===== config.mk =====
export PLATFORM = sky130hd
export DESIGN_NAME = mem_arb_top
export DESIGN_NICKNAME = d
export VERILOG_FILES = /design/src/logic/mem_arb_pkg.sv /design/src/logic/xtn_fifo.sv /design/src/logic/rr_arb_stage.sv /design/src/logic/partition_reloc_stage.sv /design/src/logic/cntrlr_issue_stage.sv /design/src/logic/rd_return_stage.sv /design/src/logic/mem_arb_top.sv
export VERILOG_INCLUDE_DIRS = /design/src /design/src/logic
export SDC_FILE = /design/constraint.sdc
export NUM_CORES = 1
export LEC_CHECK = 0
export BUFFER_PORTS_ARGS = -buffer_cell sky130_fd_sc_hd__buf_2
export CAP_MARGIN = 10
export CORE_ASPECT_RATIO = 0.7
export CORE_UTILIZATION = 29
export CTS_CLUSTER_SIZE = 14
export DETAILED_ROUTE_END_ITERATION = 12
export PLACE_DENSITY = 0.45
export SYNTH_ARGS = -nofsm -noshare
export SYNTH_HDL_FRONTEND = slang
export SYNTH_SLANG_ARGS = --single-unit

===== constraint.sdc =====
create_clock -name cntrlr_clk -period 4.5 [get_ports cntrlr_clk]
set_input_delay 0.225 -clock cntrlr_clk [delete_from_list [all_inputs] [get_ports cntrlr_clk]]
set_output_delay 0.225 -clock cntrlr_clk [all_outputs]
set_load 0.02 [all_outputs]

===== src/logic/mem_arb_settings.svh =====
/* Sizing, local bus register map and fixed data values of the memory arbiter.
   Included by the package and by every module that needs a size or an address. */
`ifndef MEM_ARB_SETTINGS_SVH
`define MEM_ARB_SETTINGS_SVH

// Agent count and controller port widths
`define MEM_ARB_NUM_AGENTS    4
`define MEM_ARB_ADDR_W        16
`define MEM_ARB_DATA_W        32

// Queue sizes
`define MEM_ARB_INGR_DEPTH    4
`define MEM_ARB_TAG_DEPTH     8

// Local bus; partition base of agent i at 2i, its limit at 2i+1
`define MEM_ARB_LB_ADDR_W     8
`define MEM_ARB_LB_DATA_W     32
`define MEM_ARB_REG_STATUS    8'h10

`define MEM_ARB_DEFAULT_DATA  32'hdeadbabe
`define MEM_ARB_POISON_DATA   32'hbadc0de0

`endif


===== src/logic/mem_arb_pkg.sv =====
/* Transaction, read tag and agent id types shared by the arbiter stages.
   Modules take them by a wildcard import in their header. */
`include "mem_arb_settings.svh"

package mem_arb_pkg;

  typedef logic [$clog2(`MEM_ARB_NUM_AGENTS)-1:0] agent_id_t;
  typedef logic [`MEM_ARB_ADDR_W-1:0]             mem_addr_t;
  typedef logic [`MEM_ARB_DATA_W-1:0]             mem_data_t;

  // One agent request as queued in its ingress FIFO
  typedef struct packed {
    logic      wr;
    logic      rd;
    mem_addr_t addr;
    mem_data_t wdata;
  } mem_xtn_t;

  // Outstanding read, in issue order
  typedef struct packed {
    agent_id_t agent;
    logic      poison;
  } rd_tag_t;

endpackage


===== src/logic/xtn_fifo.sv =====
/* Synchronous first-word-fall-through FIFO with a typed payload.
   The head is valid whenever empty is low; pop retires it. */
`timescale 1ns/1ps

module xtn_fifo #(
  parameter type payload_t = logic,
  parameter int  DEPTH     = 4
) (
  input  logic     cntrlr_clk,
  input  logic     cntrlr_rst_n,
  input  logic     push,
  input  payload_t push_data,
  input  logic     pop,
  output payload_t head,
  output logic     empty,
  output logic     full
);

  localparam int PTR_W = (DEPTH > 1) ? $clog2(DEPTH) : 1;
  localparam int CNT_W = $clog2(DEPTH + 1);

  payload_t         mem [DEPTH];
  logic [PTR_W-1:0] wr_ptr;
  logic [PTR_W-1:0] rd_ptr;
  logic [CNT_W-1:0] count;
  logic             do_push;
  logic             do_pop;

  // Wrap also works for depths that are not a power of two
  function automatic logic [PTR_W-1:0] ptr_next(input logic [PTR_W-1:0] ptr);
    if (ptr == PTR_W'(DEPTH - 1))
      return '0;
    return ptr + 1'b1;
  endfunction

  assign do_push = push & ~full;
  assign do_pop  = pop & ~empty;
  assign empty   = (count == '0);
  assign full    = (count == CNT_W'(DEPTH));
  assign head    = mem[rd_ptr];

  always_ff @(posedge cntrlr_clk)
  begin
    if (do_push)
      mem[wr_ptr] <= push_data;
  end

  always_ff @(posedge cntrlr_clk or negedge cntrlr_rst_n)
  begin
    if (!cntrlr_rst_n)
    begin
      wr_ptr <= '0;
      rd_ptr <= '0;
      count  <= '0;
    end
    else
    begin
      if (do_push)
        wr_ptr <= ptr_next(wr_ptr);
      if (do_pop)
        rd_ptr <= ptr_next(rd_ptr);
      case ({do_push, do_pop})
        2'b10:   count <= count + 1'b1;
        2'b01:   count <= count - 1'b1;
        default: count <= count;
      endcase
    end
  end

  // The writer and the reader live in other blocks and must honour the flags
  a_no_overflow: assert property (@(posedge cntrlr_clk) disable iff (!cntrlr_rst_n)
    push |-> !full)
    else $error("xtn_fifo push while full");

  a_no_underflow: assert property (@(posedge cntrlr_clk) disable iff (!cntrlr_rst_n)
    pop |-> !empty)
    else $error("xtn_fifo pop while empty");

endmodule


===== src/logic/rr_arb_stage.sv =====
/* Agent ingress queues and the round-robin pick. One transaction per
   unstalled cycle is popped and registered together with its agent id. */
`timescale 1ns/1ps
`include "mem_arb_settings.svh"

module rr_arb_stage
  import mem_arb_pkg::*;
(
  input  logic                           cntrlr_clk,
  input  logic                           cntrlr_rst_n,
  input  logic [`MEM_ARB_NUM_AGENTS-1:0] agent_wren,
  input  logic [`MEM_ARB_NUM_AGENTS-1:0] agent_rden,
  input  mem_addr_t                      agent_addr [`MEM_ARB_NUM_AGENTS],
  input  mem_data_t                      agent_wdata [`MEM_ARB_NUM_AGENTS],
  output logic [`MEM_ARB_NUM_AGENTS-1:0] agent_wait,
  input  logic                           pipe_stall,
  output logic                           xtn_valid,
  output mem_xtn_t                       xtn,
  output agent_id_t                      xtn_agent
);

  localparam int N = `MEM_ARB_NUM_AGENTS;

  logic [N-1:0] fifo_push;
  logic [N-1:0] fifo_pop;
  logic [N-1:0] fifo_empty;
  logic [N-1:0] fifo_full;
  mem_xtn_t     fifo_din [N];
  mem_xtn_t     fifo_head [N];

  // Next agent in line, one past the last grant
  agent_id_t    rr_ptr;
  agent_id_t    cand;
  agent_id_t    grant;
  logic         pick_valid;
  logic         take;

  for (genvar i = 0; i < N; i++)
  begin : g_ingr
    assign fifo_push[i] = (agent_wren[i] | agent_rden[i]) & ~fifo_full[i];
    assign fifo_din[i]  = '{wr: agent_wren[i], rd: agent_rden[i],
                            addr: agent_addr[i], wdata: agent_wdata[i]};
    assign fifo_pop[i]  = take & (grant == agent_id_t'(i));
    assign agent_wait[i] = fifo_full[i];

    xtn_fifo #(
      .payload_t (mem_xtn_t),
      .DEPTH     (`MEM_ARB_INGR_DEPTH)
    ) u_ingr_fifo (
      .cntrlr_clk   (cntrlr_clk),
      .cntrlr_rst_n (cntrlr_rst_n),
      .push         (fifo_push[i]),
      .push_data    (fifo_din[i]),
      .pop          (fifo_pop[i]),
      .head         (fifo_head[i]),
      .empty        (fifo_empty[i]),
      .full         (fifo_full[i])
    );
  end

  // First non-empty queue at or after the pointer
  always_comb
  begin
    pick_valid = 1'b0;
    grant      = rr_ptr;
    cand       = rr_ptr;
    for (int k = 0; k < N; k++)
    begin
      cand = agent_id_t'((int'(rr_ptr) + k) % N);
      if (!pick_valid && !fifo_empty[cand])
      begin
        pick_valid = 1'b1;
        grant      = cand;
      end
    end
  end

  assign take = pick_valid & ~pipe_stall;

  always_ff @(posedge cntrlr_clk or negedge cntrlr_rst_n)
  begin
    if (!cntrlr_rst_n)
    begin
      xtn_valid <= 1'b0;
      rr_ptr    <= '0;
    end
    else if (!pipe_stall)
    begin
      xtn_valid <= pick_valid;
      if (pick_valid)
        rr_ptr <= agent_id_t'((int'(grant) + 1) % N);
    end
  end

  always_ff @(posedge cntrlr_clk)
  begin
    if (take)
    begin
      xtn       <= fifo_head[grant];
      xtn_agent <= grant;
    end
  end

  a_one_pop: assert property (@(posedge cntrlr_clk) disable iff (!cntrlr_rst_n)
    $onehot0(fifo_pop))
    else $error("more than one ingress queue popped");

endmodule


===== src/logic/partition_reloc_stage.sv =====
/* Per-agent partition registers on the local bus, address relocation and
   limit check. Violations are counted and readable at the status address. */
`timescale 1ns/1ps
`include "mem_arb_settings.svh"

module partition_reloc_stage
  import mem_arb_pkg::*;
(
  input  logic                          cntrlr_clk,
  input  logic                          cntrlr_rst_n,
  input  logic                          lb_wr_en,
  input  logic                          lb_rd_en,
  input  logic [`MEM_ARB_LB_ADDR_W-1:0] lb_addr,
  input  logic [`MEM_ARB_LB_DATA_W-1:0] lb_wr_data,
  output logic                          lb_wr_valid,
  output logic                          lb_rd_valid,
  output logic [`MEM_ARB_LB_DATA_W-1:0] lb_rd_data,
  input  logic                          xtn_valid,
  input  mem_xtn_t                      xtn,
  input  agent_id_t                     xtn_agent,
  input  logic                          pipe_stall,
  output logic                          reloc_valid,
  output mem_xtn_t                      reloc_xtn,
  output agent_id_t                     reloc_agent,
  output logic                          reloc_viol
);

  localparam int N         = `MEM_ARB_NUM_AGENTS;
  localparam int LB_ADDR_W = `MEM_ARB_LB_ADDR_W;
  localparam int LB_DATA_W = `MEM_ARB_LB_DATA_W;

  mem_addr_t              base_reg [N];
  mem_addr_t              limit_reg [N];
  logic [LB_DATA_W-1:0]   viol_cnt;
  logic [LB_DATA_W-1:0]   lb_rd_mux;
  logic                   lb_part_hit;
  agent_id_t              lb_agent;
  logic                   viol_now;
  mem_xtn_t               reloc_next;

  assign lb_part_hit = (lb_addr < LB_ADDR_W'(2 * N));
  assign lb_agent    = lb_addr[$bits(agent_id_t):1];

  always_comb
  begin
    if (lb_part_hit)
      lb_rd_mux = lb_addr[0] ? LB_DATA_W'(limit_reg[lb_agent])
                             : LB_DATA_W'(base_reg[lb_agent]);
    else if (lb_addr == `MEM_ARB_REG_STATUS)
      lb_rd_mux = viol_cnt;
    else
      lb_rd_mux = `MEM_ARB_DEFAULT_DATA;
  end

  always_ff @(posedge cntrlr_clk or negedge cntrlr_rst_n)
  begin
    if (!cntrlr_rst_n)
    begin
      lb_wr_valid <= 1'b0;
      lb_rd_valid <= 1'b0;
      lb_rd_data  <= '0;
      for (int i = 0; i < N; i++)
      begin
        base_reg[i]  <= '0;
        limit_reg[i] <= '1;
      end
    end
    else
    begin
      lb_wr_valid <= lb_wr_en;
      lb_rd_valid <= lb_rd_en;
      if (lb_rd_en)
        lb_rd_data <= lb_rd_mux;
      // Odd addresses hold the limit
      if (lb_wr_en && lb_part_hit)
      begin
        if (lb_addr[0])
          limit_reg[lb_agent] <= lb_wr_data[$bits(mem_addr_t)-1:0];
        else
          base_reg[lb_agent] <= lb_wr_data[$bits(mem_addr_t)-1:0];
      end
    end
  end

  // Agent addresses are offsets into the partition
  assign viol_now = (xtn.addr > limit_reg[xtn_agent]);

  always_comb
  begin
    reloc_next      = xtn;
    reloc_next.addr = xtn.addr + base_reg[xtn_agent];
  end

  always_ff @(posedge cntrlr_clk or negedge cntrlr_rst_n)
  begin
    if (!cntrlr_rst_n)
    begin
      reloc_valid <= 1'b0;
      viol_cnt    <= '0;
    end
    else if (!pipe_stall)
    begin
      reloc_valid <= xtn_valid;
      // Saturates instead of wrapping
      if (xtn_valid && viol_now && viol_cnt != '1)
        viol_cnt <= viol_cnt + 1'b1;
    end
  end

  always_ff @(posedge cntrlr_clk)
  begin
    if (!pipe_stall)
    begin
      reloc_xtn   <= reloc_next;
      reloc_agent <= xtn_agent;
      reloc_viol  <= viol_now;
    end
  end

endmodule


===== src/logic/cntrlr_issue_stage.sv =====
/* Holding register in front of the memory controller. It keeps the request on
   the port until cntrlr_rdy and queues a read tag for every read it retires. */
`timescale 1ns/1ps

module cntrlr_issue_stage
  import mem_arb_pkg::*;
(
  input  logic      cntrlr_clk,
  input  logic      cntrlr_rst_n,
  input  logic      reloc_valid,
  input  mem_xtn_t  reloc_xtn,
  input  agent_id_t reloc_agent,
  input  logic      reloc_viol,
  output logic      pipe_stall,
  input  logic      cntrlr_rdy,
  output logic      cntrlr_wren,
  output logic      cntrlr_rden,
  output mem_addr_t cntrlr_addr,
  output mem_data_t cntrlr_wdata,
  output logic      tag_push,
  output rd_tag_t   tag_data,
  input  logic      tag_full
);

  logic      hold_valid;
  mem_xtn_t  hold_xtn;
  agent_id_t hold_agent;
  logic      hold_viol;
  logic      needs_tag;

  // Violating entries never reach the controller, so they never wait on it
  assign needs_tag  = hold_valid & hold_xtn.rd;
  assign pipe_stall = (hold_valid & ~hold_viol & ~cntrlr_rdy) | (needs_tag & tag_full);

  // A read is offered only once its tag has room
  assign cntrlr_wren  = hold_valid & hold_xtn.wr & ~hold_viol;
  assign cntrlr_rden  = needs_tag & ~hold_viol & ~tag_full;
  assign cntrlr_addr  = hold_xtn.addr;
  assign cntrlr_wdata = hold_xtn.wdata;

  // Poison tag for a violating read, normal tag on the issue edge
  assign tag_push = needs_tag & ~pipe_stall;
  assign tag_data = '{agent: hold_agent, poison: hold_viol};

  always_ff @(posedge cntrlr_clk or negedge cntrlr_rst_n)
  begin
    if (!cntrlr_rst_n)
      hold_valid <= 1'b0;
    else if (!pipe_stall)
      hold_valid <= reloc_valid;
  end

  always_ff @(posedge cntrlr_clk)
  begin
    if (!pipe_stall)
    begin
      hold_xtn   <= reloc_xtn;
      hold_agent <= reloc_agent;
      hold_viol  <= reloc_viol;
    end
  end

  a_port_stable: assert property (@(posedge cntrlr_clk) disable iff (!cntrlr_rst_n)
    (cntrlr_wren || cntrlr_rden) && !cntrlr_rdy |=>
      $stable(cntrlr_wren) && $stable(cntrlr_rden) &&
      $stable(cntrlr_addr) && $stable(cntrlr_wdata))
    else $error("controller request changed before cntrlr_rdy");

endmodule


===== src/logic/rd_return_stage.sv =====
/* Routes read data back to agents in issue order. The tag at the FIFO head
   names the agent; poison tags are answered locally with poison data. */
`timescale 1ns/1ps
`include "mem_arb_settings.svh"

module rd_return_stage
  import mem_arb_pkg::*;
(
  input  logic                           cntrlr_clk,
  input  logic                           cntrlr_rst_n,
  input  logic                           tag_push,
  input  rd_tag_t                        tag_data,
  output logic                           tag_full,
  input  logic                           cntrlr_rd_valid,
  input  mem_data_t                      cntrlr_rdata,
  output logic [`MEM_ARB_NUM_AGENTS-1:0] agent_rd_valid,
  output mem_data_t                      agent_rdata
);

  localparam int N = `MEM_ARB_NUM_AGENTS;

  rd_tag_t tag_head;
  logic    tag_empty;
  logic    poison_fire;
  logic    deliver;

  xtn_fifo #(
    .payload_t (rd_tag_t),
    .DEPTH     (`MEM_ARB_TAG_DEPTH)
  ) u_tag_fifo (
    .cntrlr_clk   (cntrlr_clk),
    .cntrlr_rst_n (cntrlr_rst_n),
    .push         (tag_push),
    .push_data    (tag_data),
    .pop          (deliver),
    .head         (tag_head),
    .empty        (tag_empty),
    .full         (tag_full)
  );

  // Fires one cycle after a poison tag reaches the head, then clears
  always_ff @(posedge cntrlr_clk or negedge cntrlr_rst_n)
  begin
    if (!cntrlr_rst_n)
      poison_fire <= 1'b0;
    else
      poison_fire <= ~tag_empty & tag_head.poison & ~poison_fire;
  end

  assign deliver     = poison_fire | cntrlr_rd_valid;
  assign agent_rdata = poison_fire ? `MEM_ARB_POISON_DATA : cntrlr_rdata;

  for (genvar i = 0; i < N; i++)
  begin : g_route
    assign agent_rd_valid[i] = deliver & (tag_head.agent == agent_id_t'(i));
  end

  // Controller must only answer reads that were actually issued
  a_rd_has_tag: assert property (@(posedge cntrlr_clk) disable iff (!cntrlr_rst_n)
    cntrlr_rd_valid |-> !tag_empty && !tag_head.poison)
    else $error("read data without a matching issued read");

endmodule


===== src/logic/mem_arb_top.sv =====
/* Shared-memory arbiter top: ingress round robin, partition relocation,
   controller issue and read return, all on cntrlr_clk. */
`timescale 1ns/1ps
`include "mem_arb_settings.svh"

module mem_arb_top
  import mem_arb_pkg::*;
(
  input  logic                           cntrlr_clk,
  input  logic                           cntrlr_rst_n,
  // Agents
  input  logic [`MEM_ARB_NUM_AGENTS-1:0] agent_wren,
  input  logic [`MEM_ARB_NUM_AGENTS-1:0] agent_rden,
  input  mem_addr_t                      agent_addr [`MEM_ARB_NUM_AGENTS],
  input  mem_data_t                      agent_wdata [`MEM_ARB_NUM_AGENTS],
  output logic [`MEM_ARB_NUM_AGENTS-1:0] agent_wait,
  output logic [`MEM_ARB_NUM_AGENTS-1:0] agent_rd_valid,
  output mem_data_t                      agent_rdata,
  // Local bus
  input  logic                           lb_wr_en,
  input  logic                           lb_rd_en,
  input  logic [`MEM_ARB_LB_ADDR_W-1:0]  lb_addr,
  input  logic [`MEM_ARB_LB_DATA_W-1:0]  lb_wr_data,
  output logic                           lb_wr_valid,
  output logic                           lb_rd_valid,
  output logic [`MEM_ARB_LB_DATA_W-1:0]  lb_rd_data,
  // Memory controller
  input  logic                           cntrlr_rdy,
  output logic                           cntrlr_wren,
  output logic                           cntrlr_rden,
  output mem_addr_t                      cntrlr_addr,
  output mem_data_t                      cntrlr_wdata,
  input  logic                           cntrlr_rd_valid,
  input  mem_data_t                      cntrlr_rdata
);

  logic      pipe_stall;
  logic      xtn_valid;
  mem_xtn_t  xtn;
  agent_id_t xtn_agent;
  logic      reloc_valid;
  mem_xtn_t  reloc_xtn;
  agent_id_t reloc_agent;
  logic      reloc_viol;
  logic      tag_push;
  rd_tag_t   tag_data;
  logic      tag_full;

  rr_arb_stage u_arb (
    .cntrlr_clk (cntrlr_clk), .cntrlr_rst_n (cntrlr_rst_n),
    .agent_wren (agent_wren), .agent_rden (agent_rden),
    .agent_addr (agent_addr), .agent_wdata (agent_wdata),
    .agent_wait (agent_wait), .pipe_stall (pipe_stall),
    .xtn_valid  (xtn_valid),  .xtn (xtn), .xtn_agent (xtn_agent)
  );

  partition_reloc_stage u_reloc (
    .cntrlr_clk  (cntrlr_clk),  .cntrlr_rst_n (cntrlr_rst_n),
    .lb_wr_en    (lb_wr_en),    .lb_rd_en (lb_rd_en),
    .lb_addr     (lb_addr),     .lb_wr_data (lb_wr_data),
    .lb_wr_valid (lb_wr_valid), .lb_rd_valid (lb_rd_valid), .lb_rd_data (lb_rd_data),
    .xtn_valid   (xtn_valid),   .xtn (xtn), .xtn_agent (xtn_agent),
    .pipe_stall  (pipe_stall),
    .reloc_valid (reloc_valid), .reloc_xtn (reloc_xtn),
    .reloc_agent (reloc_agent), .reloc_viol (reloc_viol)
  );

  cntrlr_issue_stage u_issue (
    .cntrlr_clk  (cntrlr_clk),  .cntrlr_rst_n (cntrlr_rst_n),
    .reloc_valid (reloc_valid), .reloc_xtn (reloc_xtn),
    .reloc_agent (reloc_agent), .reloc_viol (reloc_viol),
    .pipe_stall  (pipe_stall),  .cntrlr_rdy (cntrlr_rdy),
    .cntrlr_wren (cntrlr_wren), .cntrlr_rden (cntrlr_rden),
    .cntrlr_addr (cntrlr_addr), .cntrlr_wdata (cntrlr_wdata),
    .tag_push    (tag_push),    .tag_data (tag_data), .tag_full (tag_full)
  );

  rd_return_stage u_return (
    .cntrlr_clk      (cntrlr_clk),      .cntrlr_rst_n (cntrlr_rst_n),
    .tag_push        (tag_push),        .tag_data (tag_data), .tag_full (tag_full),
    .cntrlr_rd_valid (cntrlr_rd_valid), .cntrlr_rdata (cntrlr_rdata),
    .agent_rd_valid  (agent_rd_valid),  .agent_rdata (agent_rdata)
  );

endmodule


==> flow_metrics.py <==
metrics = {
    "timing": {
        "rsz0062_at_grt": "no",
        "slew_violations": 0,
        "finalWorstSetupSlack_ns": 0.623,
        "finalCritPeriodShare_pct": 86.2,
        "hold_viol_final": 0,
        "period_minus_slack_ns": 3.88,
        "worst_slew_pin_slew_ns": 1.05,
        "clock_skew_ns": 0.0307,
        "fin_hold_ws_ns": 0.0363,
        "max-slew-margin-rel_pct": 30.2,
        "setup_viol": 0,
        "max_freq_mhz": 258,
        "tns_ns": 0,
    },
    "pwr": {
        "p_comb_share_pct": 32.1,
        "power_frac_clock_pct": 25.1,
        "seqPwrFrac_pct": 42.8,
        "power.density_nw_per_um2": 690,
        "netSwitchingPower_mw": 14.7,
        "peakVddDrop_mv": 0.792,
        "internal_power_mw": 27.2,
        "p_sw_share_pct": 35.1,
        "finalPower_mw": 41.8,
        "p_leak_nw": 22.1,
    },
    "routing": {
        "drc": 0,
        "ant_nets": 0,
        "wl_um": 138000,
        "drt_pass1_iterations": 7,
        "initialDrtViolationCount": 1922,
        "vias_per_cell": 4.69,
        "wl_per_cell_um": 24.1,
        "vias": 26800,
    },
    "worst_setup_path": {
        "endpoint_kind": "flop",
        "required_ns": 5.16,
        "start_kind": "flop",
        "critPathMaxFanout": 33,
        "r2r.worst_path.cells": 11,
        "cp_data_arrival_time_ns": 4.54,
        "worstSetupPathType": "flop to flop",
    },
    "clock_tree": {
        "cts_root_buffer": "clkbuf_16",
        "post-cts-setup-buffer-count": 0,
        "hold_buffers": 220,
        "clk_pin_slew_ns": 0.06,
        "clk_latency_ns": 0.78,
        "cts_sinks": 1220,
        "cts_inserted_buffers": 131,
        "cts_max_path_buffers": 3,
        "ctsResizeCount": 0,
        "cts_tree": "built",
        "h-tree-depth": 4,
    },
    "die": {
        "rows": 126,
        "die_area_um2": 173000,
        "die_y_um": 349,
        "die_x_um": 497,
        "core_um2": 169000,
        "initial_utilization_pct": 29.4,
        "io-pin-count": 402,
    },
    "synthesis": {
        "synth-seq-cells": 1220,
        "ys_warn_count": 0,
        "netlist_area_um2": 49800,
        "syn_inst": 2748,
        "ys_top_cells_by_area": "edfxtp_1, mux4_2, dfrtp_1",
        "synth_top_area_cell": "edfxtp_1",
        "yosysMostFrequentCell": "edfxtp_1",
        "synth.distinct_cells": 61,
        "synth_edf_count": 982,
        "syn_nets": 3095,
        "synth_top_area_share_pct": 59.3,
        "ys_async_sr_fraction_pct": 19.5,
        "syn_area_per_cell_um2": 18.1,
        "ys_top_cells_by_count": "edfxtp_1, mux4_2, nand2_1",
        "synthFlopType": "edfxtp_1",
        "yosysSeqAreaShare_pct": 71.4,
    },
    "layout": {
        "final_layout_size_suffix_gt1_share_pct": 33.7,
        "utilization_pct": 35.8,
        "area.growth.synth_to_final_pct": 22.0,
        "nFillCells": 16000,
        "fin_nets": 3709,
        "largest_reg_flops": 800,
        "layoutNonFillerInstCount": 5718,
        "stdcell_area_um2": 60700,
    },
    "flow_run": {
        "cap_violations": 0,
    },
    "place": {
        "port_buffers": 385,
        "dpl_worst_slack_ns": 0.609,
        "dpl-instance-area_um2": 54300,
        "dp_cells": 5249,
        "place_congestion": 0.773,
        "hpwl_um": 89600,
    },
    "global_routing": {
        "grt_util_all_layers_pct": 16.0,
        "antenna_found_initial": 36,
        "grt_pass1_wl_um": 200000,
        "gr-total-overflow": 0,
        "grt_pass1_vias": 27600,
        "grt_max_degree": 103,
    },
    "status": {
        "outcome": "complete, no violations",
    },
    "min_path": {
        "hold_path_class": "input pin to async pin",
    },
}
[cell type report]
| type | count | area (um2) | share of cell area, % |
|---|---|---|---|
| inverters | 89 | 344 | 0.567 |
| repair buffers | 665 | 4800 | 7.91 |
| well taps | 2240 | 2800 | 4.62 |
| flip-flops and latches | 1220 | 35500 | 58.6 |
| clock inverters | 65 | 594 | 0.979 |
| clock buffers | 176 | 3550 | 5.85 |
| diodes | 8 | 20.0 | 0.0330 |
| multi-input cells | 1255 | 13000 | 21.5 |
[worst paths after layout]
path,start,to,slack [ns]
min,cntrlr_rst_n,u_reloc.lb_rd_data[19]$_DFFE_PN0P_,0.04
min in group cntrlr_clk,cntrlr_rdy,u_return.u_tag_fifo.wr_ptr[1]$_DFFE_PN0P_,0.17
max in group asynchronous,cntrlr_rst_n,u_reloc.limit_reg[40]$_DFFE_PN1P_,3.44
max,u_arb.xtn_agent[0]$_DFFE_PN_,u_reloc.viol_cnt[30]$_DFFE_PN0P_,0.62
max reg2reg,u_arb.xtn_agent[0]$_DFFE_PN_,u_reloc.viol_cnt[30]$_DFFE_PN0P_,0.62
min reg2reg,u_arb.xtn[19]$_DFFE_PN_,u_reloc.reloc_xtn[19]$_DFFE_PN_,0.42
[metal layers]
| metal | routed length (um) | GRT usage (%) | share of wire (%) |
|---|---|---|---|
| met3 | 7980 | 3.53 | 5.8 |
| met5 | 184 | 0 | 0.13 |
| met4 | 2640 | 4.27 | 1.9 |
| met1 | 66400 | 23.4 | 48 |
| met2 | 60500 | 23.7 | 44 |
[power by group through the flow]
stage                     Sequential, mW  Combinational, mW  Clock [mW]
final                               17.9               13.4        10.5
after global routing                18.3               14.6        11.2
after CTS                           18.0               13.8        10.8
after detailed placement            18.2               13.5           0
after global placement              18.2               13.5           0
after floorplan                     17.2               8.78           0
[logic make-up (layout without fill, tap and decap cells)]
| group | Yosys count | in the layout | share of synthesized area [%] |
|---|---|---|---|
| other | 0 | 8 | 0 |
| buffers and inverters | 273 | 995 | 2.52 |
| and+or+nand+nor | 520 | 520 | 5.16 |
| DFF | 1220 | 1220 | 71.4 |
| xor gates and xnor gates | 61 | 61 | 1.07 |
| AOI/OAI and AO/OA | 174 | 174 | 2.16 |
| muxes | 431 | 431 | 15.9 |
| adders and majority gates | 69 | 69 | 1.83 |
[layout by cell type (no fill, tap or decap), types with 11 or more instances in the layout]
| cell | Yosys | layout |
|---|---|---|
| xnor2_1 | 42 | 42 |
| o21ai_0 | 51 | 51 |
| dfstp_2 | 64 | 64 |
| o211ai_1 | 13 | 13 |
| clkbuf_16 | 0 | 134 |
| dlygate4sd3_1 | 0 | 220 |
| nand3_1 | 33 | 32 |
| and2_2 | 0 | 16 |
| nand4_1 | 13 | 13 |
| buf_4 | 52 | 43 |
| nand2_1 | 235 | 235 |
| inv_1 | 86 | 85 |
| xor2_1 | 19 | 19 |
| ha_1 | 63 | 63 |
| o221ai_1 | 11 | 11 |
| nor2b_1 | 21 | 21 |
| buf_2 | 27 | 384 |
| and3_1 | 63 | 62 |
| a31oi_1 | 52 | 52 |
| clkbuf_1 | 95 | 38 |
| nor2_1 | 61 | 61 |
| clkinv_2 | 0 | 13 |
| edfxtp_1 | 982 | 982 |
| dfrtp_1 | 174 | 166 |
| clkinv_1 | 0 | 29 |
| mux4_2 | 270 | 270 |
| buf_12 | 0 | 17 |
| mux2_2 | 151 | 151 |
| a21oi_1 | 24 | 24 |
| or2_2 | 19 | 19 |
[worst max-delay path, cell delays in order, from the launching register on]
cell and delay (ns):
edfxtp_1 0.37, buf_12 0.30, mux4_2 0.55, inv_1 0.07
ha_1 0.23, nor2b_1 0.13, o2111ai_1 0.26, a311oi_1 0.21
or4b_1 0.66, and3_1 0.45, and4_1 0.34, xor2_1 0.13
No activity file was read; power rests on OpenSTA's default activity.
